[src/daq_cfg.svh]
`ifndef DAQ_CFG_SVH
`define DAQ_CFG_SVH

// frame geometry
`define DAQ_CH_W    12  // bits per channel sample
`define DAQ_NCH     16  // channels in one group word
`define DAQ_NGRP    6   // group words per adc frame

// top address bit picks the ping-pong half
`define DAQ_RAM_AW  10
`define DAQ_SMP_W   6   // samp_max width

// wishbone port
`define DAQ_WB_AW   16
`define DAQ_WB_DW   16

`endif

[src/daq_pkg.sv]
`include "daq_cfg.svh"

package daq_pkg;

	typedef logic [`DAQ_CH_W-1:0]          sample_t;
	typedef logic [`DAQ_NCH*`DAQ_CH_W-1:0] group_t;
	typedef logic [`DAQ_RAM_AW-1:0]        ram_addr_t;
	typedef logic [`DAQ_SMP_W-1:0]         smp_cnt_t;
	typedef logic [23:0]                   l1a_cnt_t;
	typedef logic [11:0]                   mtch_cnt_t;
	typedef logic [3:0]                    ovlp_cnt_t;
	typedef logic [`DAQ_WB_DW-1:0]         wb_dat_t;

	// {buf, multi_ovlp, ovrlap, ovlp_cnt, mtch_cnt, l1a_cnt}
	typedef logic [42:0] header_t;

	typedef enum logic [1:0] {
		LD_IDLE,
		LD_WAIT_FRAME,
		LD_WRITE,
		LD_DONE
	} load_state_t;

	typedef enum logic [1:0] {
		WB_IDLE,
		WB_RAM_WAIT,
		WB_ACK
	} wb_state_t;

endpackage

[src/frame_loader.sv]
`timescale 1ns/1ns
`include "daq_cfg.svh"

module frame_loader import daq_pkg::*; (
	input  logic      WRCLK,
	input  logic      srst,
	input  logic      start,
	input  logic      buf_sel,
	input  smp_cnt_t  samp_max,
	input  logic      adc_valid,
	input  group_t    adc_g1,
	input  group_t    adc_g2,
	input  group_t    adc_g3,
	input  group_t    adc_g4,
	input  group_t    adc_g5,
	input  group_t    adc_g6,
	output logic      done,
	output logic      ld_req,
	output ram_addr_t ld_addr,
	output group_t    ld_data
);

	typedef logic [`DAQ_RAM_AW-2:0] offs_t;

	load_state_t state;
	group_t      grp [`DAQ_NGRP];   // latched frame
	logic [2:0]  sel;               // group selector
	smp_cnt_t    sample;            // sample within event
	logic        cur_buf;
	logic        last_grp;
	logic        latch;
	offs_t       offs;

	assign last_grp = (sel == 3'(`DAQ_NGRP - 1));

	// take a frame while waiting or right in the start cycle
	assign latch = adc_valid &&
		((state == LD_WAIT_FRAME) || (state == LD_IDLE && start));

	// word offset inside the half is 6*sample + group
	assign offs    = offs_t'(sample * `DAQ_NGRP + sel);
	assign ld_req  = (state == LD_WRITE);
	assign ld_addr = {cur_buf, offs};
	assign ld_data = grp[sel];
	assign done    = ld_req && last_grp && (sample == samp_max);

	////////////////////////////////////////
	// load FSM
	always_ff @(posedge WRCLK or posedge srst) begin
		if (srst) begin
			state   <= LD_IDLE;
			sel     <= '0;
			sample  <= '0;
			cur_buf <= 1'b0;
		end else begin
			case (state)
				LD_IDLE: begin
					if (start) begin
						cur_buf <= buf_sel;
						sample  <= '0;
						state   <= latch ? LD_WRITE : LD_WAIT_FRAME;
					end
				end
				LD_WAIT_FRAME: begin
					if (latch)
						state <= LD_WRITE;
				end
				LD_WRITE: begin
					if (last_grp) begin
						sel <= '0;
						if (sample == samp_max) begin
							state <= LD_DONE;
						end else begin
							sample <= sample + 1'b1;
							state  <= LD_WAIT_FRAME;
						end
					end else begin
						sel <= sel + 1'b1;
					end
				end
				LD_DONE: state <= LD_IDLE;   // one idle cycle between events
				default: state <= LD_IDLE;
			endcase
		end
	end

	always_ff @(posedge WRCLK) begin
		if (latch) begin
			grp[0] <= adc_g1;
			grp[1] <= adc_g2;
			grp[2] <= adc_g3;
			grp[3] <= adc_g4;
			grp[4] <= adc_g5;
			grp[5] <= adc_g6;
		end
	end

endmodule

[config.mk]
export PLATFORM = sky130hd
export DESIGN_NAME = frame_loader
export DESIGN_NICKNAME = d
export VERILOG_FILES = /design/src/daq_pkg.sv /design/src/frame_loader.sv
export VERILOG_INCLUDE_DIRS = /design/src
export SDC_FILE = /design/constraint.sdc
export NUM_CORES = 1
export LEC_CHECK = 0
export BUFFER_PORTS_ARGS = -buffer_cell sky130_fd_sc_hd__buf_2
export CELL_PAD_IN_SITES_DETAIL_PLACEMENT = 0
export CELL_PAD_IN_SITES_GLOBAL_PLACEMENT = 1
export CORE_AREA = 2 2 535 537
export DETAILED_ROUTE_END_ITERATION = 8
export DIE_AREA = 0 0 537 539
export MAX_ROUTING_LAYER = met4
export PLACE_DENSITY = 0.36
export SYNTH_ARGS = -nofsm -noshare
export SYNTH_HDL_FRONTEND = slang
export SYNTH_SLANG_ARGS = --single-unit
[constraint.sdc]
create_clock -name WRCLK -period 63.3 [get_ports WRCLK]
set_input_delay 12.66 -clock WRCLK [delete_from_list [all_inputs] [get_ports WRCLK]]
set_output_delay 12.66 -clock WRCLK [all_outputs]
set_load 0.005 [all_outputs]
==> flow_summary.ini, run 1 <==
[cts]
post_cts_buffers = 0
ctsResizeCount = 0
clock_tree.buffer_depth = 4
numCtsBuffers = 154
cts_hold_buf = 0
htreeDepth = 4
cts.sinks = 1164
cts_root_buf = clkbuf_16

[run_status]
status = stopped before the end
lastStage = detailed routing
firstError = [ERROR DRT-0255] Maze Route cannot find path of net adc_g3[71] in worker of routeBox ( 483000 289800 ) ( 537000 338100 ).

[global_routing]
grt_start_max_net_pins = 160
gr-usage-all-layers_pct = 13.9
grt_pass1_vias = 28600
antenna_found_initial = 294
grt_remaining_overflow = 0
grt_pass1_wl_um = 264000

[floorplanning]
ioPinCount = 1367
fp.dieH_um = 539
dieWidth_um = 537
floorplan.initialDensity_pct = 15.6
fp-row-count = 196

[synthesis]
synth_edf_count = 1152
syn-mean-instance-area_um2 = 20.5
syn_inst = 2152
synth_area_um2 = 44200
synth-main-ff-cell = edfxtp_1
synth_seq_cells = 1164
async_reset_ff_share_pct = 1.03
synthesis.nets = 3326
ys_warn_count = 0
ys_types = 44
ys_seq_area_share_pct = 79.0

[place]
portBuffers = 1366
hpwl_um = 159000
place.gp.congestion = 0.810
logic make-up after synthesis:
logic type	Yosys count	synth area share, %
adder cells (fa/ha/maj)	11	0.346
AND/OR/NAND/NOR	233	2.14
XOR/XNOR	18	0.388
buffers and inverters	121	1.37
AO/OA/AOI/OAI	220	2.58
flip-flops	1164	79.0
multiplexers	385	14.2
layer usage:
| layer | global-route usage [%] |
|---|---|
| met2 | 23.5 |
| met1 | 14.6 |
| met5 | - |
| met3 | 6.55 |
| met4 | 3.10 |
per-stage QoR:
step	worst slack (ns)	hold slack, ns	instances	utilization, %	cell area [µm²]
floorplan	0.248	0.482	2152	-	44200
global placement	35.75	0.492	7206	19.5	55500
detailed placement	36.88	0.502	7207	19.5	55500
CTS	36.87	0.518	7479	21.2	60200
global route	36.79	0.561	7647	21.3	60600
cells in the mapped netlist (2+ instances only):
library cell,instances,area (µm²)
edfxtp_1,1152,34600
nor2_1,202,758
a21oi_1,199,996
mux2i_1,192,1920
mux4_2,192,4320
clkbuf_1,41,154
buf_2,31,155
buf_4,22,165
buf_1,14,52.6
dfrtp_1,12,300
xnor2_1,11,96.3
ha_1,9,113
nand2_1,9,33.8
inv_1,8,30.0
o21ai_0,8,40.0
xor2_1,6,52.6
nand2b_1,4,25.0
or3_1,4,25.0
buf_6,3,33.8
nand3_1,3,15.0
a21o_1,2,15.0
clkbuf_4,2,15.0
fa_1,2,40.0
nand3b_1,2,15.0
nand4_1,2,12.5
nor3_1,2,10.0
==> inputs of run 2 (changes only) <==
CELL_PAD_IN_SITES_DETAIL_PLACEMENT = unset   (was 0)
CELL_PAD_IN_SITES_GLOBAL_PLACEMENT = unset   (was 1)
CORE_AREA = 2 2 532 534   (was 2 2 535 537)
DIE_AREA = 0 0 534 536   (was 0 0 537 539)
MAX_ROUTING_LAYER = unset   (was met4)
PLACE_DENSITY = unset   (was 0.36)
PLACE_DENSITY_LB_ADDON = 0.15   (was unset)
==> run 2 against run 1 <==
Synthesized cell count did not move. Global-route usage fell by 0.89 points. Synthesized area did not move. The run now ends clean.
==> flow_summary.ini, run 2 <==
[synthesis]
ys_seq_area_share_pct = 79.0
synth_area_leaders = edfxtp_1, mux4_2, mux2i_1, a21oi_1, nor2_1
synth_seq_cells = 1164
synth_area_um2 = 44200
synth_edf_count = 1152
syn_inst = 2152
syn-mean-instance-area_um2 = 20.5
synth_top_area_cell = edfxtp_1
ys_types = 44
synth_commonest_cells = edfxtp_1, nor2_1, a21oi_1
synthesis.nets = 3326
synth.most_common_cell = edfxtp_1
async_reset_ff_share_pct = 1.03
synth-main-ff-cell = edfxtp_1
ys_warn_count = 0
synth_top_area_share_pct = 78.3

[setup_path]
crit_chain = buf_2, xnor2_1, nand3_1, nor4_1, buf_2
cp_top_family = simple AND/OR/NAND/NOR gates
crit_buf_inv = 2
required_ns = 50.64
r2r_start = state[1]$_DFFE_PP0P_
rrSetupSlack_ns = 57.83
rr_endpoint = grp[3][184]$_DFFE_PP_
r2r_cells = 7
crit_path_end_kind = output port
cp_common_cell = buf_2
cp.arrival_ns = 13.58
cp-start-kind = input pin
cp_slowest_stage_delay_ns = 0.31
worstSetupPathType = in2out
path_max_fanout = 3
cp_slowest_cell = nor4_1

[timing]
tns_ns = 0
tightest_slew_ns = 1.09
setup_viol = 0
clock.fmax_mhz = 38.1
hold_viol_final = 0
skew_ns = 0.0298
hold_slack_ns = 0.512
min_period_ns = 26.24
drv_slew = 0
finalCritPeriodShare_pct = 41.4
rsz0062_at_grt = no
slew_headroom_pct = 27.6

[global_routing]
grt_start_max_net_pins = 131
grt_pass1_vias = 28600
gr-usage-all-layers_pct = 13.0
grt_pass1_wl_um = 254000
grt_remaining_overflow = 0
antenna_found_initial = 247

[power]
vdd_drop_max_v = 0.0000243
power_density_nw_per_um2 = 44.2
leakagePower_nw = 22.0

[cts]
insertion_delay_ns = 0.79
ctsResizeCount = 0
cts_root_buf = clkbuf_16
numCtsBuffers = 151
cts_tree = built
cts.sinks = 1164
htreeDepth = 4
clock_tree.buffer_depth = 4
post_cts_buffers = 0
clkTransAtPathRegs_ns = 0.05
cts_hold_buf = 0

[detailed_routing]
routedWlPerCell_um = 25.6
via_per_inst = 3.56
drt_wl_total_um = 193000
via_count = 26800
antenna_left = 0
drc = 0
drt_iter0_drc = 1733
first_pass_iters = 5

[run]
maxCapViolations = 0

[place]
dp.cells = 7187
place.gp.congestion = 0.791
portBuffers = 1366
hpwl_um = 150000

[run_status]
status = finished, final reports clean

[cells_and_area]
final_cell_mix = buf_2, edfxtp_1, nor2_1, a21oi_1
largest_register = grp
layoutNonFillerInstCount = 7535
syn2layout_area_growth_pct = 36.7
largest_register_ffs = 1152
final_common_cell = buf_2
drive_gt1_share_pct = 48.7
reg_top3 = grp (1152), sample (6), sel (3)
fin_nets = 4771

[min_path]
hp-class = reg2reg
holdCritStartpoint = cur_buf$_DFFE_PP0P_
whs_endpoint = cur_buf$_DFFE_PP0P_
whs_path_depth = 1

[floorplanning]
floorplan.initialDensity_pct = 15.7
dieWidth_um = 534
fp.dieH_um = 536
core_area_um2 = 281000
die-area_um2 = 286000
fp-row-count = 195
ioPinCount = 1367
-- run 2: cell counts after synthesis --
Identical to the previous run, type by type.
-- run 2: kinds of logic after synthesis --
kind of cell	synth area share, %
AO/OA/AOI/OAI	2.58
XOR/XNOR	0.388
adder cells (fa/ha/maj)	0.346
buffers and inverters	1.37
flip-flops	79.0
multiplexers	14.2
AND/OR/NAND/NOR	2.14
-- run 2: worst max-delay path by stage --
stage,depth (start not counted),endpoint,from,slack (ns)
finish,5,done,samp_max[4],37.06
global route,5,done,samp_max[2],36.96
floorplan,2,grp[0][0]$_DFFE_PP_,start,0.25
global placement,5,done,samp_max[4],37.08
CTS,5,done,samp_max[4],37.08
detailed placement,5,done,samp_max[4],37.08
-- run 2: cell type report --
| cell class | instances | area [µm²] |
|---|---|---|
| Clock buffer | 200 | 4100 |
| Tap cell | 3743 | 4680 |
| Clock inverter | 60 | 573 |
| Inverter | 8 | 30.0 |
| Timing Repair Buffer | 1405 | 7190 |
| Sequential cell | 1164 | 34900 |
| Multi-Input combinational cell | 867 | 8670 |
| Fill cell | 30000 | 220000 |
| Antenna cell | 88 | 220 |
-- run 2: power by group --
group,switching [W],total [W],internal [W]
logic,0.000493,0.000796,0.000303
clock network,0.000349,0.000837,0.000488
registers,0.0000493,0.00103,0.000984
total,0.000891,0.00267,0.00178
-- run 2: metrics by stage --
step                      area (µm²)  worst slack [ns]  utilization, %  total power (W)
final                          60400             37.06            21.5          0.00267
after detailed placement       55500             37.08            19.8          0.00190
after global placement         55500             37.08            19.8          0.00190
after CTS                      60200             37.08            21.4          0.00276
after floorplan                44200             0.248               -          0.00171
after global routing           60200             36.96            21.4          0.00282
-- run 2: per-layer routing --
| metal | vias to the layer above | routed length (µm) | GRT usage [%] |
|---|---|---|---|
| li1 | 11800 | - | - |
| met1 | 13100 | 71500 | 14.3 |
| met2 | 1258 | 92800 | 22.0 |
| met3 | 493 | 23000 | 6.90 |
| met4 | 200 | 4250 | 2.75 |
| met5 | - | 1280 | 0 |
(Power assumes the default switching activity.)
