**src/daq_cfg.svh**
```systemverilog
`ifndef DAQ_CFG_SVH
`define DAQ_CFG_SVH

// frame geometry
`define DAQ_CH_W    12  // bits per channel sample
`define DAQ_NCH     16  // channels in one group word
`define DAQ_NGRP    6   // group words per adc frame

// top address bit picks the ping-pong half
`define DAQ_RAM_AW  10
`define DAQ_SMP_W   6   // samp_max width

// wishbone port
`define DAQ_WB_AW   16
`define DAQ_WB_DW   16

`endif

```
**src/daq_pkg.sv**
```systemverilog
`include "daq_cfg.svh"

package daq_pkg;

	typedef logic [`DAQ_CH_W-1:0]          sample_t;
	typedef logic [`DAQ_NCH*`DAQ_CH_W-1:0] group_t;
	typedef logic [`DAQ_RAM_AW-1:0]        ram_addr_t;
	typedef logic [`DAQ_SMP_W-1:0]         smp_cnt_t;
	typedef logic [23:0]                   l1a_cnt_t;
	typedef logic [11:0]                   mtch_cnt_t;
	typedef logic [3:0]                    ovlp_cnt_t;
	typedef logic [`DAQ_WB_DW-1:0]         wb_dat_t;

	// {buf, multi_ovlp, ovrlap, ovlp_cnt, mtch_cnt, l1a_cnt}
	typedef logic [42:0] header_t;

	typedef enum logic [1:0] {
		LD_IDLE,
		LD_WAIT_FRAME,
		LD_WRITE,
		LD_DONE
	} load_state_t;

	typedef enum logic [1:0] {
		WB_IDLE,
		WB_RAM_WAIT,
		WB_ACK
	} wb_state_t;

endpackage

```
**src/event_control.sv**
```systemverilog
`timescale 1ns/1ns

module event_control import daq_pkg::*; (
	input  logic       WRCLK,
	input  logic       srst,
	input  logic       l1a,
	input  logic       l1a_match,
	input  logic       done,
	input  logic       rel,
	input  logic       rel_buf,
	output logic       start,
	output logic       buf_sel,
	output logic       hdr_push,
	output header_t    hdr_in,
	output logic [1:0] buf_busy
);

	l1a_cnt_t  l1a_cnt;
	mtch_cnt_t mtch_cnt;
	l1a_cnt_t  l1a_cnt_nxt;
	mtch_cnt_t mtch_cnt_nxt;
	l1a_cnt_t  hdr_l1a;     // counts frozen at event start
	mtch_cnt_t hdr_mtch;
	ovlp_cnt_t ovlp_cnt;
	ovlp_cnt_t ovlp_nxt;
	logic      active;      // capture running
	logic      next_buf;
	logic      evt_start;
	logic      evt_end;

	assign l1a_cnt_nxt  = l1a ? l1a_cnt + 1'b1 : l1a_cnt;
	assign mtch_cnt_nxt = l1a_match ? mtch_cnt + 1'b1 : mtch_cnt;
	assign evt_start    = l1a_match & ~active & ~buf_busy[next_buf];
	assign evt_end      = active & done;
	assign buf_sel      = next_buf;

	// overlap count with this cycle's match, stops at 15
	always_comb begin
		ovlp_nxt = ovlp_cnt;
		if (active && l1a_match && ovlp_cnt != 4'hf)
			ovlp_nxt = ovlp_cnt + 1'b1;
	end

	always_ff @(posedge WRCLK or posedge srst) begin
		if (srst) begin
			l1a_cnt  <= '0;
			mtch_cnt <= '0;
		end else begin
			l1a_cnt  <= l1a_cnt_nxt;
			mtch_cnt <= mtch_cnt_nxt;
		end
	end

	////////////////////////////////////////
	// capture and buffer tracking
	always_ff @(posedge WRCLK or posedge srst) begin
		if (srst) begin
			active   <= 1'b0;
			next_buf <= 1'b0;
			buf_busy <= 2'b00;
			start    <= 1'b0;
			hdr_push <= 1'b0;
			ovlp_cnt <= '0;
		end else begin
			start    <= evt_start;
			hdr_push <= evt_end;
			if (evt_start) begin
				active             <= 1'b1;
				buf_busy[next_buf] <= 1'b1;
			end else if (evt_end) begin
				active   <= 1'b0;
				next_buf <= ~next_buf;   // ping-pong
				ovlp_cnt <= '0;
			end else begin
				ovlp_cnt <= ovlp_nxt;
			end
			if (rel)
				buf_busy[rel_buf] <= 1'b0;   // host popped its header
		end
	end

	always_ff @(posedge WRCLK) begin
		if (evt_start) begin
			hdr_l1a  <= l1a_cnt_nxt;
			hdr_mtch <= mtch_cnt_nxt;
		end
		if (evt_end)
			hdr_in <= {next_buf, ovlp_nxt > 4'h1, ovlp_nxt != 4'h0, ovlp_nxt,
				hdr_mtch, hdr_l1a};
	end

endmodule

```
**config.mk**
```make
export PLATFORM = sky130hd
export DESIGN_NAME = event_control
export DESIGN_NICKNAME = d
export VERILOG_FILES = /design/src/daq_pkg.sv /design/src/event_control.sv
export VERILOG_INCLUDE_DIRS = /design/src
export SDC_FILE = /design/constraint.sdc
export NUM_CORES = 1
export LEC_CHECK = 0
export BUFFER_PORTS_ARGS = -buffer_cell sky130_fd_sc_hd__buf_2
export CELL_PAD_IN_SITES_DETAIL_PLACEMENT = 0
export CELL_PAD_IN_SITES_GLOBAL_PLACEMENT = 2
export CORE_MARGIN = 5
export CORE_UTILIZATION = 44
export CTS_BUF_LIST = sky130_fd_sc_hd__clkbuf_4 sky130_fd_sc_hd__clkbuf_8
export DETAILED_ROUTE_END_ITERATION = 6
export GPL_TIMING_DRIVEN = 1
export PLACE_DENSITY = 0.84
export SLEW_MARGIN = 10
export SYNTH_ARGS = -nofsm -noshare
export SYNTH_HDL_FRONTEND = slang
export SYNTH_SLANG_ARGS = --single-unit
```
**constraint.sdc**
```tcl
create_clock -name WRCLK -period 5 [get_ports WRCLK]
set_clock_uncertainty 0.2 [all_clocks]
set_input_delay 0.5 -clock WRCLK [delete_from_list [all_inputs] [get_ports WRCLK]]
set_output_delay 0.5 -clock WRCLK [all_outputs]
set_load 0.01 [all_outputs]
```
# == Word-level counts from Yosys, hierarchy flattened ==
# Index checks and enable logic that the tools add are counted.
# word_totals
input_bits,7
out_inout_bits,48
register_bits,125
wordCells,51
# classes
bitwise_logic,10
reduce_logical,7
muxes,14
magnitude_cmp,5
eq_ne,1
add_sub_neg,3
# op_table
operator,n
"24-bit by 1-bit adder with 24-bit output, second input constant",1
24-bit two-way mux,1
"12-bit by 1-bit adder with 12-bit output, second input constant",1
12-bit two-way mux,1
4-bit two-way mux,2
1-bit two-way mux,6
"4-bit by 1-bit adder with 4-bit output, second input constant",1
"4-bit by 1-bit > comparator with 1-bit output, second input constant",1
1-bit logical AND,4
"1-bit by 2-bit < comparator with 1-bit output, second input constant",2
2-bit two-way mux,2
"4-bit inequality test, second input constant",1
1-bit inverter,4
4-bit nonzero test,1
1-bit bitwise AND,3
2-bit bitwise AND,1
1-bit demux with 1-bit select,2
"1-bit >= comparator, second input constant",2
2-bit inverter,1
2-bit bitwise OR,1
2-bit AND reduction,1
2-bit nonzero test,1

# == Depth between registers and ports, before layout ==
# Gate-level depths: netlist (run 1).
# depth
depth_word,8
mapped_depth,6
depth_no_buf,5

# == Least setup slack after synthesis (run 1) ==
# No wires, ideal clock.
# synth_path
kind,input to register
from,input port l1a_match
to,"register hdr_l1a[0], enable pin"
arrival_ns,3.516
setup_time_ns,0.489
path_stages,3
path_buffers,1
required_time_ns,4.311
path_slack_ns,0.796
cell_sequence,buf_6 -> nand2b_1 -> a211oi_1
# synth_via
elab_chain_len,2
# synth_rtl
item,line_no,text
"start, declared",event_control.sv:7,"input logic l1a_match,"
1-bit bitwise AND (2 in a row),event_control.sv:33,assign evt_start = l1a_match & ~active & ~buf_busy[next_buf];
net evt_start,event_control.sv:28,logic evt_start;
"end signal, assigned",event_control.sv:84,hdr_l1a <= l1a_cnt_nxt;
"end, declared",event_control.sv:22,l1a_cnt_t hdr_l1a;
# The timed path passes the listed nets, and every way through them passes these cells.
# A chain may end at the register's enable or synchronous reset.

# == Worst setup path after layout (run 1) ==
# layout_path
from,register active
to,"register hdr_l1a[23], enable pin"
# layout_via
elab_chain_len,3
# layout_rtl
item,line_no,text
"start, declared",event_control.sv:26,logic active;
"start signal, assigned",event_control.sv:58,active <= 1'b0;
"start signal, assigned",event_control.sv:68,active <= 1'b1;
"start signal, assigned",event_control.sv:71,active <= 1'b0;
1-bit inverter,event_control.sv:33,
1-bit bitwise AND (2 in a row),event_control.sv:33,
net evt_start,event_control.sv:28,
# The timed path passes the listed nets, and every way through them passes these cells.

==> impl_metrics.tcl, run 1 <==
set metrics [dict create \
    rr_startpoint "active" \
    area_growth_pct 19.4 \
    dp.final_hpwl_mm 4.39 \
    p_per_area_nw_per_um2 550 \
    min_from "rel_buf" \
    min-delay-path-class "in -> reg" \
    fp.dieW_um 111 \
    r2r_setup_slack_ps 2720 \
    grt_usage_pct 12.4 \
    cp-end-kind "flip-flop" \
    overflow 0 \
    syn_area_um2 4470 \
    grt_max_degree 47 \
    vias 2248 \
    antenna_found_initial 0 \
    reg2regPathDepth 3 \
    sequentialPowerShare_pct 53.5 \
    status "complete, no violations" \
    r2r-end "hdr_l1a[23]" \
    ctsHoldBuffers 0 \
    synth_fa_ha_area_share_pct 0.840 \
    fin_cells 476 \
    crit_buf_inv 1 \
    worstPathMaxFanout 26 \
    grt_pass1_wl_mm 11.8 \
    crit_family "compound AO/OA/AOI/OAI gates" \
    drc 0 \
    die_h_um 111 \
    p_leak_nw 2.19 \
    routed_wl_mm 7.05 \
    max_freq_ghz 0.438 \
    slew_headroom_pct 33.4 \
    cts_setup_buffers 0 \
    htreeDepth 4 \
    swShare_pct 26.6 \
    numCtsBuffers 17 \
    fin_hold_ws_ps 68.7 \
    rows 36 \
    dp.cells 444 \
    synth_warnings 0 \
    diodes 0 \
    p_int_mw 2.15 \
    tns_ps 0 \
    pwr-share-comb_pct 14.9 \
    synth_cell_types 34 \
    fin_crit_sh_pct 45.7 \
    cts.sinks 125 \
    port-buffer-count 54 \
    worst_slew_pin_slew_ps 998 \
    yosysSeqAreaShare_pct 78.8 \
    ant_nets 0 \
    netlist_instances 258 \
    cp.arrival_ps 2160 \
    synth-compound-area-share_pct 1.65 \
    rsz0062_at_grt "false" \
    hold_viol 0 \
    critPathKind "reg -> reg" \
    min_to "buf_busy[1]" \
    drt-wirelength-per-cell_um 14.8 \
    start_util_pct 45.5 \
    fin_crit_ps 2280 \
    final_layout_size_suffix_gt1_share_pct 29.7 \
    critical_path.slowest_cell "a211oi_4" \
    die_area_um2 12300 \
    power_frac_clock_pct 31.7 \
    max-vdd-ir-drop_mv 0.207 \
    worst_ep_required_time_ps 4880 \
    gp_congestion 0.740 \
    io_pins 55 \
    worstSetupStartpointType "flip-flop" \
    first_global_vias 2351 \
    core_um2 9820 \
    avgSynthCellArea_um2 17.3 \
    cts_buffer_depth 2 \
    synthXorXnorAreaFrac_pct 7.05 \
    syn_nets 268 \
    clk-insertion-delay-late_ps 420 \
    drt_pass1_iterations 4 \
    switchingPower_mw 0.780 \
    synthMuxAreaShare_pct 1.09 \
    whs_path_depth 2 \
    final_nets 340 \
    synth_top_family_by_area "simple AND/OR/NAND/NOR gates" \
    cp_slowest_stage_delay_ps 630 \
    cts_root_buf "clkbuf_8" \
    tritoncts "built" \
    drv_slew 0 \
    drt-initial-drc-count 155 \
    maxCapViolCount 0 \
    ctsResizeCount 0 \
    setup_violations 0 \
    path_clk_slew_ps 60 \
    path_cells "nand2b_1 -> a211oi_4 -> buf_4" \
    synth_seq_cells 125 \
    yosys.area_share.simple_pct 9.18 \
    viasPerCell 4.72 \
]
-- layout make-up --
type	count	area [um2]
flip-flops and latches	125	3520
well taps	133	166
clock inverters	12	170
multi-input cells	122	906
fillers	823	4480
clock buffers	20	256
repair buffers	56	285
inverters	8	30.0
-- registers in the layout, indices dropped and copies added (netlist names) --
signal	flops
active	1
buf_busy	2
buf_sel	1
hdr_in	43
hdr_l1a	24
hdr_mtch	12
hdr_push	1
l1a_cnt	24
mtch_cnt	12
ovlp_cnt	4
start	1
-- cells in the mapped netlist --
library cell	count	area [um2]
and3_1	8	50.1
and2_4	1	8.76
a31oi_1	2	12.5
nand4_2	1	12.5
nor2b_4	1	13.8
nand2_2	1	6.26
nor2_1	8	30.0
ha_1	3	37.5
nor2b_1	4	25.0
xor2_1	9	78.8
o21ai_0	1	5.00
and4_1	1	8.76
nand2_1	14	52.6
edfxtp_1	79	2370
nor2_2	1	6.26
o22ai_1	1	6.26
buf_4	1	7.51
a21oi_1	4	20.0
nor3_1	1	5.00
nand4_1	12	75.1
mux2_4	1	15.0
mux2_2	3	33.8
o21a_1	1	7.51
nor3_4	1	16.3
xnor2_1	27	236
a21o_1	1	7.51
dfrtp_1	46	1150
a21boi_0	1	7.51
a211oi_1	1	7.51
nand3_1	9	45.0
nand4_4	2	42.5
buf_6	2	22.5
nand2b_1	2	12.5
inv_1	8	30.0
-- routing by layer --
metal  vias up  part of all wire, %  global-route usage [%]
met5         -                    0                       0
met4         0                  1.5                    5.67
met3         8                  4.3                    3.88
met2        54                   50                    19.6
met1      1110                   44                    15.6
li1       1076                    -                       -
-- worst register-to-register path, delay by kind of cell (launching register included) --
family | cells | cell delay, ps
AO/OA/AOI/OAI | 1 | 630
buffers and inverters | 1 | 460
flip-flops | 1 | 430
AND/OR/NAND/NOR | 1 | 210
-- worst max path at each step --
stage,start,end,slack [ps],depth (start not counted)
3_3_place_gp,l1a_match,hdr_l1a[18],2570,4
4_1_cts,active,hdr_l1a[9],2710,3
2_1_floorplan,l1a_match,hdr_l1a[0],800,3
3_5_place_dp,l1a_match,hdr_l1a[19],2510,4
5_1_grt,active,hdr_l1a[5],2590,3
6_report,active,hdr_l1a[23],2720,3
-- cell families (layout without fill, tap and decap cells) --
logic type | count (synthesis) | after routing
simple gates | 67 | 67
flops | 125 | 125
fa+ha+maj | 3 | 3
compound gates | 12 | 12
xor+xnor | 36 | 36
buf+inv | 11 | 96
mux | 4 | 4
-- power by group through the flow --
| stage | Sequential, mW | Clock [mW] | Combinational, mW |
|---|---|---|---|
| 5_1_grt | 1.60 | 1.01 | 0.492 |
| 6_report | 1.57 | 0.929 | 0.436 |
| 4_1_cts | 1.57 | 0.951 | 0.448 |
| 3_3_place_gp | 1.58 | 0 | 0.436 |
| 2_1_floorplan | 1.61 | 0 | 0.235 |
| 3_5_place_dp | 1.59 | 0 | 0.446 |
-- through the flow --
stage	utilization, %	cell area (um2)	worst slack (ps)	total power [mW]
after floorplan	-	4470	796	1.85
after global placement	50.0	4910	2570	2.02
after detailed placement	50.0	4910	2510	2.03
after CTS	54.4	5340	2710	2.97
after global routing	54.4	5340	2590	3.09
final	54.4	5340	2720	2.93
-- cell usage in the layout, fill, tap and decap left out, types with 7 or more instances in the layout --
| master | Yosys | routed |
|---|---|---|
| nand4_1 | 12 | 12 |
| nor2_1 | 8 | 7 |
| buf_2 | 0 | 54 |
| nand2_1 | 14 | 14 |
| xnor2_1 | 27 | 27 |
| edfxtp_1 | 79 | 79 |
| inv_1 | 8 | 7 |
| nand3_1 | 9 | 9 |
| clkbuf_8 | 0 | 17 |
| and3_1 | 8 | 8 |
| dfrtp_1 | 46 | 46 |
| xor2_1 | 9 | 9 |
Power figures use the tool's default switching activity.
==> run 2, diff against run 1 <==
--- a/config.mk
+++ b/config.mk
@@ -10,11 +10,11 @@
 export CELL_PAD_IN_SITES_DETAIL_PLACEMENT = 0
 export CELL_PAD_IN_SITES_GLOBAL_PLACEMENT = 2
 export CORE_MARGIN = 5
-export CORE_UTILIZATION = 44
+export CORE_UTILIZATION = 40
 export CTS_BUF_LIST = sky130_fd_sc_hd__clkbuf_4 sky130_fd_sc_hd__clkbuf_8
 export DETAILED_ROUTE_END_ITERATION = 6
 export GPL_TIMING_DRIVEN = 1
-export PLACE_DENSITY = 0.84
+export PLACE_DENSITY = 0.81
 export SLEW_MARGIN = 10
 export SYNTH_ARGS = -nofsm -noshare
 export SYNTH_HDL_FRONTEND = slang
==> constraint.sdc (replaced) <==
create_clock -name WRCLK -period 1.97 [get_ports WRCLK]
set_clock_uncertainty 0.2 [all_clocks]
set_input_delay 0.197 -clock WRCLK [delete_from_list [all_inputs] [get_ports WRCLK]]
set_output_delay 0.197 -clock WRCLK [all_outputs]
set_load 0.01 [all_outputs]
==> run 2 against run 1 <==
Global-route usage shrank 0.63 points. Utilization shrank 4.3 points. Largest cell class unchanged. Total power grew to 2.5 times the previous value. First-iteration DRC count shrank 15%.
==> impl_metrics.tcl, run 2 (same netlist as run 1, synthesis figures left out) <==
set metrics [dict create \
    drv_slew 0 \
    grt_usage_pct 11.7 \
    antenna_found_initial 0 \
    drt_pass1_iterations 4 \
    drc 0 \
    core_um2 10900 \
    path_clk_slew_ps 60 \
    die_h_um 116 \
    dp.final_hpwl_mm 4.48 \
    viasPerCell 4.62 \
    postLayoutCoreUtil_pct 50.0 \
    routed_wl_mm 7.06 \
    final_nets 349 \
    rr_startpoint "ovlp_cnt[0]" \
    met3_usage_pct 4.65 \
    cts.sinks 125 \
    drt-wirelength-per-cell_um 14.3 \
    rsz0062_at_grt "false" \
    final_layout_size_suffix_gt1_share_pct 29.8 \
    io_pins 55 \
    start_util_pct 41.0 \
    largest_reg_flops 43 \
    area_growth_pct 21.9 \
    gp_congestion 0.716 \
    fp.dieW_um 116 \
    final_common_cell "edfxtp_1" \
    worstPathMaxFanout 7 \
    die_area_um2 13400 \
    grt_max_degree 44 \
    grt_pass1_wl_mm 11.7 \
    min-delay-path-class "in -> async" \
    cts_root_buf "clkbuf_8" \
    slew_headroom_pct 67.1 \
    use_met2_pct 18.1 \
    port-buffer-count 54 \
    cts_buffer_depth 2 \
    grt.busiest_layer "met2" \
    max-vdd-ir-drop_mv 0.613 \
    met1_usage_pct 14.7 \
    regMostFlops "hdr_in" \
    rows 38 \
    max_freq_ghz 0.555 \
    overflow 0 \
    ant_nets 0 \
    status "complete, no violations" \
    drt-initial-drc-count 132 \
    worstSetupStartpointType "flip-flop" \
    cts_setup_buffers 0 \
    worst_ep_required_time_ps 2050 \
    p_leak_nw 2.25 \
    clk-insertion-delay-late_ps 420 \
    setup_violations 0 \
    largestRegisters "hdr_in: 43 flops, hdr_l1a: 24 flops, l1a_cnt: 24 flops" \
    first_global_vias 2367 \
    vias 2271 \
    tritoncts "built" \
    layout_common_cells "edfxtp_1, buf_2, dfrtp_1" \
    fin_hold_ws_ps 150 \
    fin_crit_ps 1800 \
    htreeDepth 4 \
    cp-end-kind "flip-flop" \
    cp.arrival_ps 1890 \
    worst_slew_pin_slew_ps 493 \
    numCtsBuffers 17 \
    critPathKind "reg -> reg" \
    maxCapViolCount 0 \
    diodes 0 \
    p_per_area_nw_per_um2 1350 \
    fin_crit_sh_pct 91.4 \
    hold_viol 0 \
    tns_ps 0 \
    startpoint "ovlp_cnt[0]" \
]
[run 2: changes by cell type in the layout (fill, tap and decap cells not counted), moves of 2 or more]
cell / before / now
clkinv_2: 3 / 5
clkinv_1: 1 / 3
buf_12: 0 / 3
clkinvlp_4: 3 / 0
dlygate4sd3_1: 0 / 7
[run 2: path summary, 6_finish.rpt]
path                                    end  slack, ps  depth (start not counted)
worst min register to register   hdr_in[35]        220                          0
min in group WRCLK               hdr_in[35]        220                          0
worst min-delay path            mtch_cnt[8]        150                          3
worst max register to register  ovlp_cnt[1]        170                          5
max in group asynchronous        l1a_cnt[5]        900                          4
worst max-delay path            ovlp_cnt[1]        170                          5
[run 2: critical path, cell delays in order (launching register included)]
cell,delay (ps)
dfrtp_1,450
ha_1,310
nand3_1,120
nand2_2,100
mux2_2,340
a21boi_0,130
[run 2: timing repair]
item | in CTS | in global routing
hold endpoints to repair | 59 | 0
resized for setup | 0 | 0
hold buffers | 7 | 0
[run 2: power by group]
part	switching, mW	leakage, nW	total [mW]	internal [mW]
sequential	0.347	1.34	3.98	3.63
clock	0.896	0.207	2.18	1.28
combinational	0.702	0.695	1.20	0.498
[run 2: final cells by class]
class	count	area (um2)
inverter	8	30.0
fill	915	5440
tap	140	175
sequential	125	3520
multi-input combinational	122	921
timing repair buffer	65	408
clock buffer	21	264
clock inverter	11	126
[run 2: per-layer routing]
layer  wire length (um)  up-vias
li1                   -     1102
met1               3120     1106
met2               3410       52
met3                409       11
met4                121        0
met5                  0        -
[run 2: per-stage QoR]
stage | cell area [um2] | power (mW) | cells | setup slack [ps]
final | 5450 | 7.36 | 492 | 169
after global routing | 5450 | 7.76 | 492 | 14.6
after CTS | 5450 | 7.48 | 492 | 160
after detailed placement | 4990 | 5.25 | 453 | 173
after global placement | 4990 | 5.19 | 453 | 208
after floorplan | 4510 | 4.73 | 258 | -240
