==> config.mk <==
export PLATFORM = sky130hd
export DESIGN_NAME = ram_arbiter
export DESIGN_NICKNAME = d
export VERILOG_FILES = /design/src/daq_pkg.sv /design/src/ram_arbiter.sv
export VERILOG_INCLUDE_DIRS = /design/src
export SDC_FILE = /design/constraint.sdc
export NUM_CORES = 1
export LEC_CHECK = 0
export BUFFER_PORTS_ARGS = -buffer_cell sky130_fd_sc_hd__buf_2
export CORE_AREA = 4 4 315 317
export DETAILED_ROUTE_END_ITERATION = 10
export DIE_AREA = 0 0 319 321
export GPL_TIMING_DRIVEN = 1
export HOLD_SLACK_MARGIN = 0.08
export PLACE_DENSITY = 0.32
export SETUP_SLACK_MARGIN = 0.02
export SYNTH_ARGS = -nofsm -noshare
export SYNTH_HDL_FRONTEND = slang
export SYNTH_SLANG_ARGS = --single-unit
==> constraint.sdc <==
create_clock -name WRCLK -period 2.7 [get_ports WRCLK]
set_input_delay 0.27 -clock WRCLK [delete_from_list [all_inputs] [get_ports WRCLK]]
set_output_delay 0.27 -clock WRCLK [all_outputs]
set_load 0.005 [all_outputs]
==> src/daq_cfg.svh <==
`ifndef DAQ_CFG_SVH
`define DAQ_CFG_SVH

// frame geometry
`define DAQ_CH_W    12  // bits per channel sample
`define DAQ_NCH     16  // channels in one group word
`define DAQ_NGRP    6   // group words per adc frame

// top address bit picks the ping-pong half
`define DAQ_RAM_AW  10
`define DAQ_SMP_W   6   // samp_max width

// wishbone port
`define DAQ_WB_AW   16
`define DAQ_WB_DW   16

`endif

==> src/daq_pkg.sv <==
`include "daq_cfg.svh"

package daq_pkg;

	typedef logic [`DAQ_CH_W-1:0]          sample_t;
	typedef logic [`DAQ_NCH*`DAQ_CH_W-1:0] group_t;
	typedef logic [`DAQ_RAM_AW-1:0]        ram_addr_t;
	typedef logic [`DAQ_SMP_W-1:0]         smp_cnt_t;
	typedef logic [23:0]                   l1a_cnt_t;
	typedef logic [11:0]                   mtch_cnt_t;
	typedef logic [3:0]                    ovlp_cnt_t;
	typedef logic [`DAQ_WB_DW-1:0]         wb_dat_t;

	// {buf, multi_ovlp, ovrlap, ovlp_cnt, mtch_cnt, l1a_cnt}
	typedef logic [42:0] header_t;

	typedef enum logic [1:0] {
		LD_IDLE,
		LD_WAIT_FRAME,
		LD_WRITE,
		LD_DONE
	} load_state_t;

	typedef enum logic [1:0] {
		WB_IDLE,
		WB_RAM_WAIT,
		WB_ACK
	} wb_state_t;

endpackage

==> src/ram_arbiter.sv <==
`timescale 1ns/1ns

module ram_arbiter import daq_pkg::*; (
	input  logic      WRCLK,
	input  logic      srst,
	input  logic      ld_req,
	input  ram_addr_t ld_addr,
	input  group_t    ld_data,
	input  logic      rd_req,
	input  ram_addr_t rd_addr,
	output logic      rd_gnt,
	output group_t    rd_data,
	output logic      ram_we,
	output ram_addr_t ram_addr,
	output group_t    ram_wdata,
	input  group_t    ram_rdata
);

	logic   gnt_d;     // read issued last cycle
	group_t rd_hold;

	assign rd_gnt    = rd_req & ~ld_req;   // loader always wins
	assign ram_we    = ld_req;
	assign ram_addr  = ld_req ? ld_addr : rd_addr;
	assign ram_wdata = ld_data;

	// fresh word right after the grant, held while the loader writes
	assign rd_data = gnt_d ? ram_rdata : rd_hold;

	always_ff @(posedge WRCLK or posedge srst) begin
		if (srst)
			gnt_d <= 1'b0;
		else
			gnt_d <= rd_gnt;
	end

	always_ff @(posedge WRCLK) begin
		if (gnt_d)
			rd_hold <= ram_rdata;
	end

endmodule

; Word-level counts from Yosys, hierarchy flattened
; Index checks and enable logic that the tools add are counted.
[totals]
reg_bits = 193
latch_bits = 0
ram_bits = 0
mem_bits_ro = 0
inputBits = 408
out_inout_bits = 396
word_cells = 6
n_memories = 0
[classes]
add_sub_neg = 0
multipliers = 0
n_div = 0
magnitude_cmp = 0
n_eq_ne = 0
shift = 0
muxes = 2
bitwise_logic = 2
n_reduce_logical = 0
[ops]
columns = cell, n
row1 = $mux W192, 1
row2 = $mux W10, 1
row3 = $and A1 B1 Y1, 1
row4 = $not A1 Y1, 1

; Logic depth before layout (Yosys ltp)
; Gate-level depths: netlist of run 1.
[depth]
word_depth = 2
depth_mapped = 3
mapped_depth_nobuf = 1

; Least setup slack after synthesis of run 1
; OpenSTA, ideal clock, no wires.
[synth_path]
path_type = register to output
start = register gnt_d
end = output port rd_data[100]
arrival_ns = 1.018
required_time_ns = 2.430
setup_slack_ns = 1.412
stages_incl_launch_ff = 4
n_path_buf = 2
path_cell_list = dfrtp_1 buf_6 buf_6 mux2_2
[synth_via]
elab_chain_cells = 1
[synth_lines]
columns = element, line_no
row1 = start: declaration, ram_arbiter.sv:19  ; logic gnt_d;
row2 = start signal: assignment, ram_arbiter.sv:34  ; gnt_d <= rd_gnt;
row3 = $mux W192, -
row4 = end: declaration, ram_arbiter.sv:12  ; output group_t rd_data,
; No other way between the ends.

; Final worst setup path of run 1
[layout_path]
start = register gnt_d
end = output port rd_data[148]
; The elaborated chain is that of the path after synthesis.

==> results of run 1 <==
## critical path: stages (launching register included)
cell and delay, ps:
dfrtp_4 660, buf_12 320, mux2_2 390, buf_2 140
## cells in the mapped netlist, drive strengths merged
| cell | count | area share |
|---|---|---|
| dfxtp | 192 | 0.49 |
| buf | 215 | 0.21 |
| dfrtp | 1 | 0.0032 |
| mux2 | 202 | 0.29 |
| inv | 1 | 0.00048 |
| nor2b | 1 | 0.00080 |
## path summary, 6_finish.rpt
kind	endpoint	slack (ps)
setup reg to reg	rd_hold[141]	1130
min in group asynchronous	gnt_d	180
hold / removal	rd_hold[113]	120
setup / recovery	rd_data[148]	370
hold reg to reg	rd_hold[121]	470
max in group asynchronous	gnt_d	2400
## per-stage QoR
stage               worst slack, ps  utilization
global route                    204        0.129
finish                          370        0.129
global placement                844        0.104
detailed placement              830        0.104
CTS                             228        0.129
floorplan                      1410            -
## routing by layer
metal / track usage / wire length, µm / vias up
met2: 0.113 / 17000 / 459
met4: 0.0324 / 1320 / 8
met3: 0.0412 / 4820 / 106
met1: 0.0744 / 14100 / 2698
met5: 0 / 54 / -
li1: - / - / 2687
## final cells by class
cell class	count	area, µm²	share of cell area
Sequential cell	193	3870	0.312
Clock inverter	13	149	0.0120
Inverter	1	3.75	0.000302
Multi-Input combinational cell	203	2280	0.184
Clock buffer	19	453	0.0365
Tap cell	1276	1600	0.129
Timing Repair Buffer	613	4050	0.326
Antenna cell	5	12.5	0.00101
## state kept, by name, indices dropped and copies added, names as in the netlist
name,cells
gnt_d,1
rd_hold,192
## layout by cell type (no fill, tap or decap)
| cell type | synthesis | routed |
|---|---|---|
| buf_12 | 0 | 3 |
| dfxtp_1 | 192 | 192 |
| inv_8 | 0 | 3 |
| inv_6 | 0 | 1 |
| mux2_2 | 202 | 202 |
| clkinv_8 | 0 | 1 |
| dfrtp_4 | 0 | 1 |
| inv_1 | 1 | 1 |
| bufinv_16 | 0 | 1 |
| nor2b_1 | 1 | 1 |
| diode_2 | 0 | 5 |
| clkbuf_8 | 0 | 2 |
| buf_4 | 193 | 8 |
| clkinvlp_4 | 0 | 1 |
| clkbuf_16 | 0 | 17 |
| clkinv_4 | 0 | 6 |
| buf_2 | 2 | 419 |
| dlygate4sd3_1 | 0 | 183 |
## power by group
group	internal (mW)	leakage, nW	total, mW	switching (mW)
sequential	3.29	1.63	3.39	0.100
clock	1.36	0.292	2.72	1.36
combinational	0.955	3.26	1.67	0.711
## cell families (layout without fill, tap and decap cells)
| kind of cell | Yosys count | count (layout) | share of synthesized area |
|---|---|---|---|
| buffers and inverters | 216 | 646 | 0.215 |
| flip-flops | 193 | 193 | 0.494 |
| multiplexers | 202 | 202 | 0.290 |
| other | 0 | 5 | 0 |
| AND/OR/NAND/NOR | 1 | 1 | 0.000799 |
## timing repair
item,4_1_cts,5_1_grt
endpoints found under the hold margin,183,0
hold buffers,183,0
setup endpoints to repair,0,0
gates resized for setup,0,0
==> results.py, run 1 <==
metrics = {
    "run_status": {
        "status": "complete, no violations",
    },
    "critical_path": {
        "rr_startpoint": "gnt_d",
        "cp_max_fo": 50,
        "startpoint": "gnt_d",
        "cp.arrival_ps": 2060,
        "start_kind": "flip-flop",
        "endpoint_kind": "primary output",
        "crit_type": "reg2out",
        "cp.required_ps": 2430,
        "reg2reg_depth": 2,
    },
    "grt": {
        "first_global_vias": 6364,
        "antenna_found_initial": 20,
        "grt_util_all_layers": 0.0704,
        "overflow": 0,
        "grt_pass1_wl_mm": 50.4,
        "grt_max_degree": 51,
    },
    "finish": {
        "final_area_mm2": 0.0124,
        "drive_gt1_frac": 0.638,
        "nFillCells": 10900,
        "area_growth_pct": 58.4,
        "nets": 1437,
        "instances_no_fill": 2323,
    },
    "sta": {
        "fin_crit_sh": 0.863,
        "clock_skew_ps": 20.6,
        "min_period_ps": 2330,
        "drv_slew": 0,
        "rsz0062_at_grt": "no",
        "hold_ws_ps": 119,
        "setup_viol": 0,
        "maxSlewHeadroom": 0.737,
        "max_freq_ghz": 0.429,
        "max_slew.worst_pin.slew_ps": 394,
        "tns_ps": 0,
        "hold_violations": 0,
    },
    "floorplanning": {
        "std_cell_rows": 114,
        "fp.dieW_um": 319,
        "die_area_mm2": 0.102,
        "die_y_um": 321,
        "core_area_mm2": 0.0963,
        "io_pins": 804,
        "start_util": 0.0814,
    },
    "placed_design": {
        "gp_congestion": 0.732,
        "hpwl_mm": 30.9,
        "dpl.cell_count": 2103,
        "post_dp_cell_area_mm2": 0.00997,
        "portBuffers": 419,
    },
    "route": {
        "via_per_inst": 2.56,
        "wl_per_cell_um": 16.0,
        "detail_route.iter0.violations": 148,
        "ant_nets": 0,
        "first_pass_iters": 4,
        "route.detailed.drc": 0,
        "via_count": 5958,
        "routed_wl_mm": 37.3,
    },
    "hold_path": {
        "hold_path.class": "in2reg",
        "whs_path_depth": 2,
        "worstHoldStart": "ram_rdata[113]",
    },
    "yosys": {
        "netlist_area_mm2": 0.00784,
        "syn-num-nets": 1020,
        "yosysWarnings": 0,
        "synth_seq_cells": 193,
        "syn_area_per_cell_um2": 12.8,
        "synth_cell_type_count": 8,
        "synthCells": 612,
        "ys_seq_area_frac": 0.494,
    },
    "clock_tree": {
        "clock-sinks": 193,
        "htreeDepth": 4,
        "ctsLongestPathBuffers": 2,
        "clock_latency_ps": 480,
        "numCtsBuffers": 17,
        "cts_root_buf": "clkbuf_16",
        "clkTransAtPathRegs_ps": 90,
        "postCtsSetupBuffers": 0,
        "cts_tree": "yes",
    },
    "pwr": {
        "power_mw": 7.77,
        "leakagePower_nw": 5.19,
        "irDropWorstVdd_uv": 238,
        "power.density_mw_per_mm2": 626,
    },
    "flow_run": {
        "maxCapViolCount": 0,
    },
}
Power figures use the tool's default switching activity.
==> run 2: changes to the inputs <==
PLACE_DENSITY = not set   (was 0.32)
==> results.py, run 2 (same netlist as run 1, synthesis figures left out) <==
metrics = {
    "run_status": {
        "status": "complete, no violations",
    },
    "critical_path": {
        "path_common_cell": "buf_12",
        "reg2reg_depth": 3,
        "cp.arrival_ps": 2080,
        "start_kind": "flip-flop",
        "rr_startpoint": "gnt_d",
        "cp.required_ps": 2430,
        "cpMaxStageDelayCell": "dfrtp_4",
        "crit_path_cell_trace": "buf_12, buf_12, mux2_2, buf_2",
        "endpoint_kind": "primary output",
        "startpoint": "gnt_d",
        "crit_type": "reg2out",
        "cp_max_fo": 41,
        "cpPeakStageDelay_ps": 600,
    },
    "sta": {
        "max_freq_ghz": 0.426,
        "clock_skew_ps": 15.6,
        "hold_ws_ps": 174,
        "rsz0062_at_grt": "no",
        "drv_slew": 0,
        "tns_ps": 0,
        "min_period_ps": 2350,
        "setup_viol": 0,
        "hold_violations": 0,
        "max_slew.worst_pin.slew_ps": 399,
        "maxSlewHeadroom": 0.734,
        "fin_crit_sh": 0.870,
    },
    "clock_tree": {
        "htreeDepth": 4,
        "postCtsSetupBuffers": 0,
        "cts_resized": 0,
        "clock-sinks": 193,
        "numCtsBuffers": 17,
        "ctsLongestPathBuffers": 2,
        "clkTransAtPathRegs_ps": 70,
        "hold_buffers": 194,
        "cts_tree": "yes",
        "clock_latency_ps": 490,
        "cts_root_buf": "clkbuf_16",
    },
    "floorplanning": {
        "fp.dieW_um": 319,
        "core_area_mm2": 0.0963,
        "die_area_mm2": 0.102,
        "io_pins": 804,
        "std_cell_rows": 114,
        "die_y_um": 321,
        "start_util": 0.0814,
    },
    "placed_design": {
        "gp_congestion": 0.640,
        "hpwl_mm": 42.1,
        "portBuffers": 419,
        "post_dp_cell_area_mm2": 0.00996,
    },
    "route": {
        "wl_per_cell_um": 20.4,
        "via_count": 6093,
        "first_pass_iters": 4,
        "ant_nets": 0,
        "routed_wl_mm": 48.1,
        "via_per_inst": 2.59,
        "route.detailed.drc": 0,
        "detail_route.iter0.violations": 182,
    },
    "finish": {
        "reg_top3": "rd_hold (192), gnt_d (1)",
        "nets": 1445,
        "final_area_mm2": 0.0126,
        "largest_register": "rd_hold",
        "nFillCells": 10900,
        "area_growth_pct": 60.2,
        "drive_gt1_frac": 0.630,
        "largest_reg_flops": 192,
        "final_cell_mix": "buf_2 (419), mux2_2 (202), dlygate4sd3_1 (194), dfxtp_1 (192), clkbuf_16 (17)",
        "final_common_cell": "buf_2",
    },
    "grt": {
        "grt_max_degree": 56,
        "first_global_vias": 6243,
        "grt_pass1_wl_mm": 60.5,
        "antenna_found_initial": 54,
        "overflow": 0,
        "grt_util_all_layers": 0.0909,
    },
    "pwr": {
        "irDropWorstVdd_uv": 327,
        "power.density_mw_per_mm2": 616,
        "leakagePower_nw": 5.21,
    },
    "flow_run": {
        "maxCapViolCount": 0,
    },
    "hold_path": {
        "hold_path.class": "in2async",
    },
}
run 2: cell count changes in the layout (fill, tap and decap cells not counted), sizes merged:
cell	change
diode	+24
dlygate4sd3	+11
inv	+4
buf	-3
clkinv	-2
bufinv	-1
clkbuf	-1
run 2: critical path, delay by kind of cell (launching register included):
kind	cells	cell delay, ps
buffers and inverters	3	580
flip-flops	1	600
multiplexers	1	380
run 2: worst paths after layout:
kind | endpoint | slack [ps]
max | rd_data[112] | 350
min | gnt_d | 170
max reg2reg | rd_hold[53] | 1120
min reg2reg | rd_hold[39] | 470
max in group asynchronous | gnt_d | 2430
min in group WRCLK | gnt_d | 270
run 2: report_power, final:
part           internal, mW  switching [mW]
clock                  1.26            1.34
sequential             3.29          0.0995
combinational         0.966           0.787
total                  5.51            2.23
run 2: layer usage:
| layer | wire [µm] | vias to the layer above | GRT usage | part of all wire |
|---|---|---|---|---|
| met3 | 7810 | 134 | 0.0688 | 0.16 |
| met4 | 1450 | 30 | 0.0340 | 0.030 |
| met2 | 20900 | 482 | 0.139 | 0.43 |
| met1 | 17700 | 2701 | 0.0951 | 0.37 |
| li1 | - | 2746 | - | - |
| met5 | 191 | - | 0 | 0.0040 |
run 2: layout make-up:
cell class	count	area, µm²	area share
Antenna cell	29	72.6	0.00578
Clock buffer	18	439	0.0350
Clock inverter	14	143	0.0114
Inverter	1	3.75	0.000299
Multi-Input combinational cell	203	2280	0.182
Sequential cell	193	3870	0.308
Tap cell	1276	1600	0.127
Timing Repair Buffer	621	4150	0.330
run 2: per-stage QoR:
step	setup slack (ps)	util	total power [mW]	instances
floorplan	1410	-	4.33	612
global placement	848	0.103	4.97	2100
detailed placement	835	0.103	5.01	2100
CTS	253	0.130	8.00	2326
global route	219	0.130	8.21	2337
finish	350	0.130	7.74	2355
==> run 3: changes to the inputs <==
BUFFER_PORTS_ARGS = not set   (was -buffer_cell sky130_fd_sc_hd__buf_2)
CORE_AREA = 4 4 308 310   (was 4 4 315 317)
DIE_AREA = 0 0 312 314   (was 0 0 319 321)
DONT_BUFFER_PORTS = 1   (was not set)
clock period = 2.8 ns   (was 2.7 ns; I/O delays follow)
==> results.py, run 3 (same netlist as run 1, synthesis figures left out) <==
metrics = {
    "run_status": {
        "status": "complete, no violations",
    },
    "critical_path": {
        "cpPeakStageDelay_ps": 480,
        "crit_path_cell_trace": "buf_12, mux2_2",
        "crit_type": "reg2out",
        "endpoint_kind": "primary output",
        "critical_path_buf_inv_count": 1,
        "path_delay_family": "multiplexers",
        "cp.arrival_ps": 1860,
        "start_kind": "flip-flop",
        "cp_max_fo": 83,
        "cpMaxStageDelayCell": "mux2_2",
        "cp.required_ps": 2520,
    },
    "sta": {
        "hold_violations": 0,
        "rsz0062_at_grt": "no",
        "max_slew.worst_pin.slew_ps": 540,
        "fin_crit_sh": 0.765,
        "max_freq_ghz": 0.467,
        "clock_skew_ps": 10.1,
        "maxSlewHeadroom": 0.640,
        "hold_ws_ps": 120,
        "drv_slew": 0,
        "min_period_ps": 2140,
        "setup_viol": 0,
        "tns_ps": 0,
    },
    "clock_tree": {
        "cts_root_buf": "clkbuf_16",
        "ctsLongestPathBuffers": 2,
        "clock-sinks": 193,
        "clock_latency_ps": 470,
        "cts_tree": "yes",
        "clkTransAtPathRegs_ps": 80,
        "numCtsBuffers": 17,
        "htreeDepth": 4,
        "cts_resized": 0,
        "postCtsSetupBuffers": 0,
    },
    "grt": {
        "first_global_vias": 4676,
        "grt_pass1_wl_mm": 55.3,
        "antenna_found_initial": 54,
        "grt_max_degree": 84,
        "overflow": 0,
        "grt_util_all_layers": 0.0882,
    },
    "placed_design": {
        "dpl.cell_count": 1586,
        "hpwl_mm": 39.8,
        "gp_congestion": 0.751,
        "post_dp_cell_area_mm2": 0.00769,
        "portBuffers": 0,
    },
    "flow_run": {
        "maxCapViolCount": 0,
    },
    "route": {
        "detail_route.iter0.violations": 152,
        "route.detailed.drc": 0,
        "via_count": 4464,
        "ant_nets": 0,
        "routed_wl_mm": 45.1,
        "wl_per_cell_um": 24.5,
        "first_pass_iters": 4,
        "via_per_inst": 2.43,
    },
    "pwr": {
        "leakagePower_nw": 3.52,
        "power_mw": 7.10,
        "irDropWorstVdd_uv": 498,
        "power.density_mw_per_mm2": 691,
    },
    "floorplanning": {
        "std_cell_rows": 111,
        "fp.dieW_um": 312,
        "die_y_um": 314,
        "io_pins": 804,
        "die_area_mm2": 0.0980,
        "core_area_mm2": 0.0917,
        "start_util": 0.0855,
    },
    "finish": {
        "largest_register": "rd_hold",
        "reg_top3": "rd_hold (192), gnt_d (1)",
        "largest_reg_flops": 192,
        "area_growth_pct": 31.3,
        "final_cell_mix": "mux2_2 (202), dlygate4sd3_1 (193), dfxtp_1 (192), clkbuf_16 (17), inv_6 (5)",
        "instances_no_fill": 1840,
        "final_area_mm2": 0.0103,
        "final_common_cell": "mux2_2",
        "nets": 1020,
        "nFillCells": 10300,
        "drive_gt1_frac": 0.378,
    },
    "hold_path": {
        "hold_path.class": "in2reg",
    },
}
run 3: final timing paths:
check                                from            to  slack [ps]  cells past startpoint
min in group asynchronous            srst         gnt_d         620                      3
max                                 gnt_d   rd_data[66]         660                      2
max reg2reg                         gnt_d   rd_hold[66]        1270                      2
min                        ram_rdata[114]  rd_hold[114]         120                      1
min reg2reg                  rd_hold[158]  rd_hold[158]         500                      1
max in group asynchronous            srst         gnt_d        2060                      3
run 3: cell type report:
type	instances	area [µm²]	area share
Clock inverter	12	148	0.0144
Multi-Input combinational cell	203	2280	0.222
Inverter	1	3.75	0.000365
Antenna cell	29	72.6	0.00705
Sequential cell	193	3870	0.376
Tap cell	1186	1480	0.144
Timing Repair Buffer	196	1980	0.192
Clock buffer	20	447	0.0434
run 3: timing repair:
item,4_1_cts,5_1_grt
endpoints found under the setup margin,0,0
hold buffers,193,0
endpoints found under the hold margin,191,0
run 3: stage by stage:
stage | utilization | worst slack (ps)
after floorplan | - | 1500
after global placement | 0.0839 | 1120
after detailed placement | 0.0839 | 1100
after CTS | 0.111 | 545
after global routing | 0.112 | 517
final | 0.112 | 657
run 3: power by group:
| part | switching (mW) | total [mW] | internal (mW) |
|---|---|---|---|
| sequential | 0.0972 | 3.27 | 3.17 |
| clock | 1.21 | 2.57 | 1.37 |
| combinational | 0.699 | 1.26 | 0.563 |
| total | 2.00 | 7.10 | 5.10 |
run 3: layer usage:
metal  vias to the layer above  GRT usage  wire [µm]
met2                       474      0.144      21000
met4                        32     0.0407       1880
met5                         -          0        217
met3                       132     0.0758       8150
li1                       1891          -          -
met1                      1935     0.0768      13900
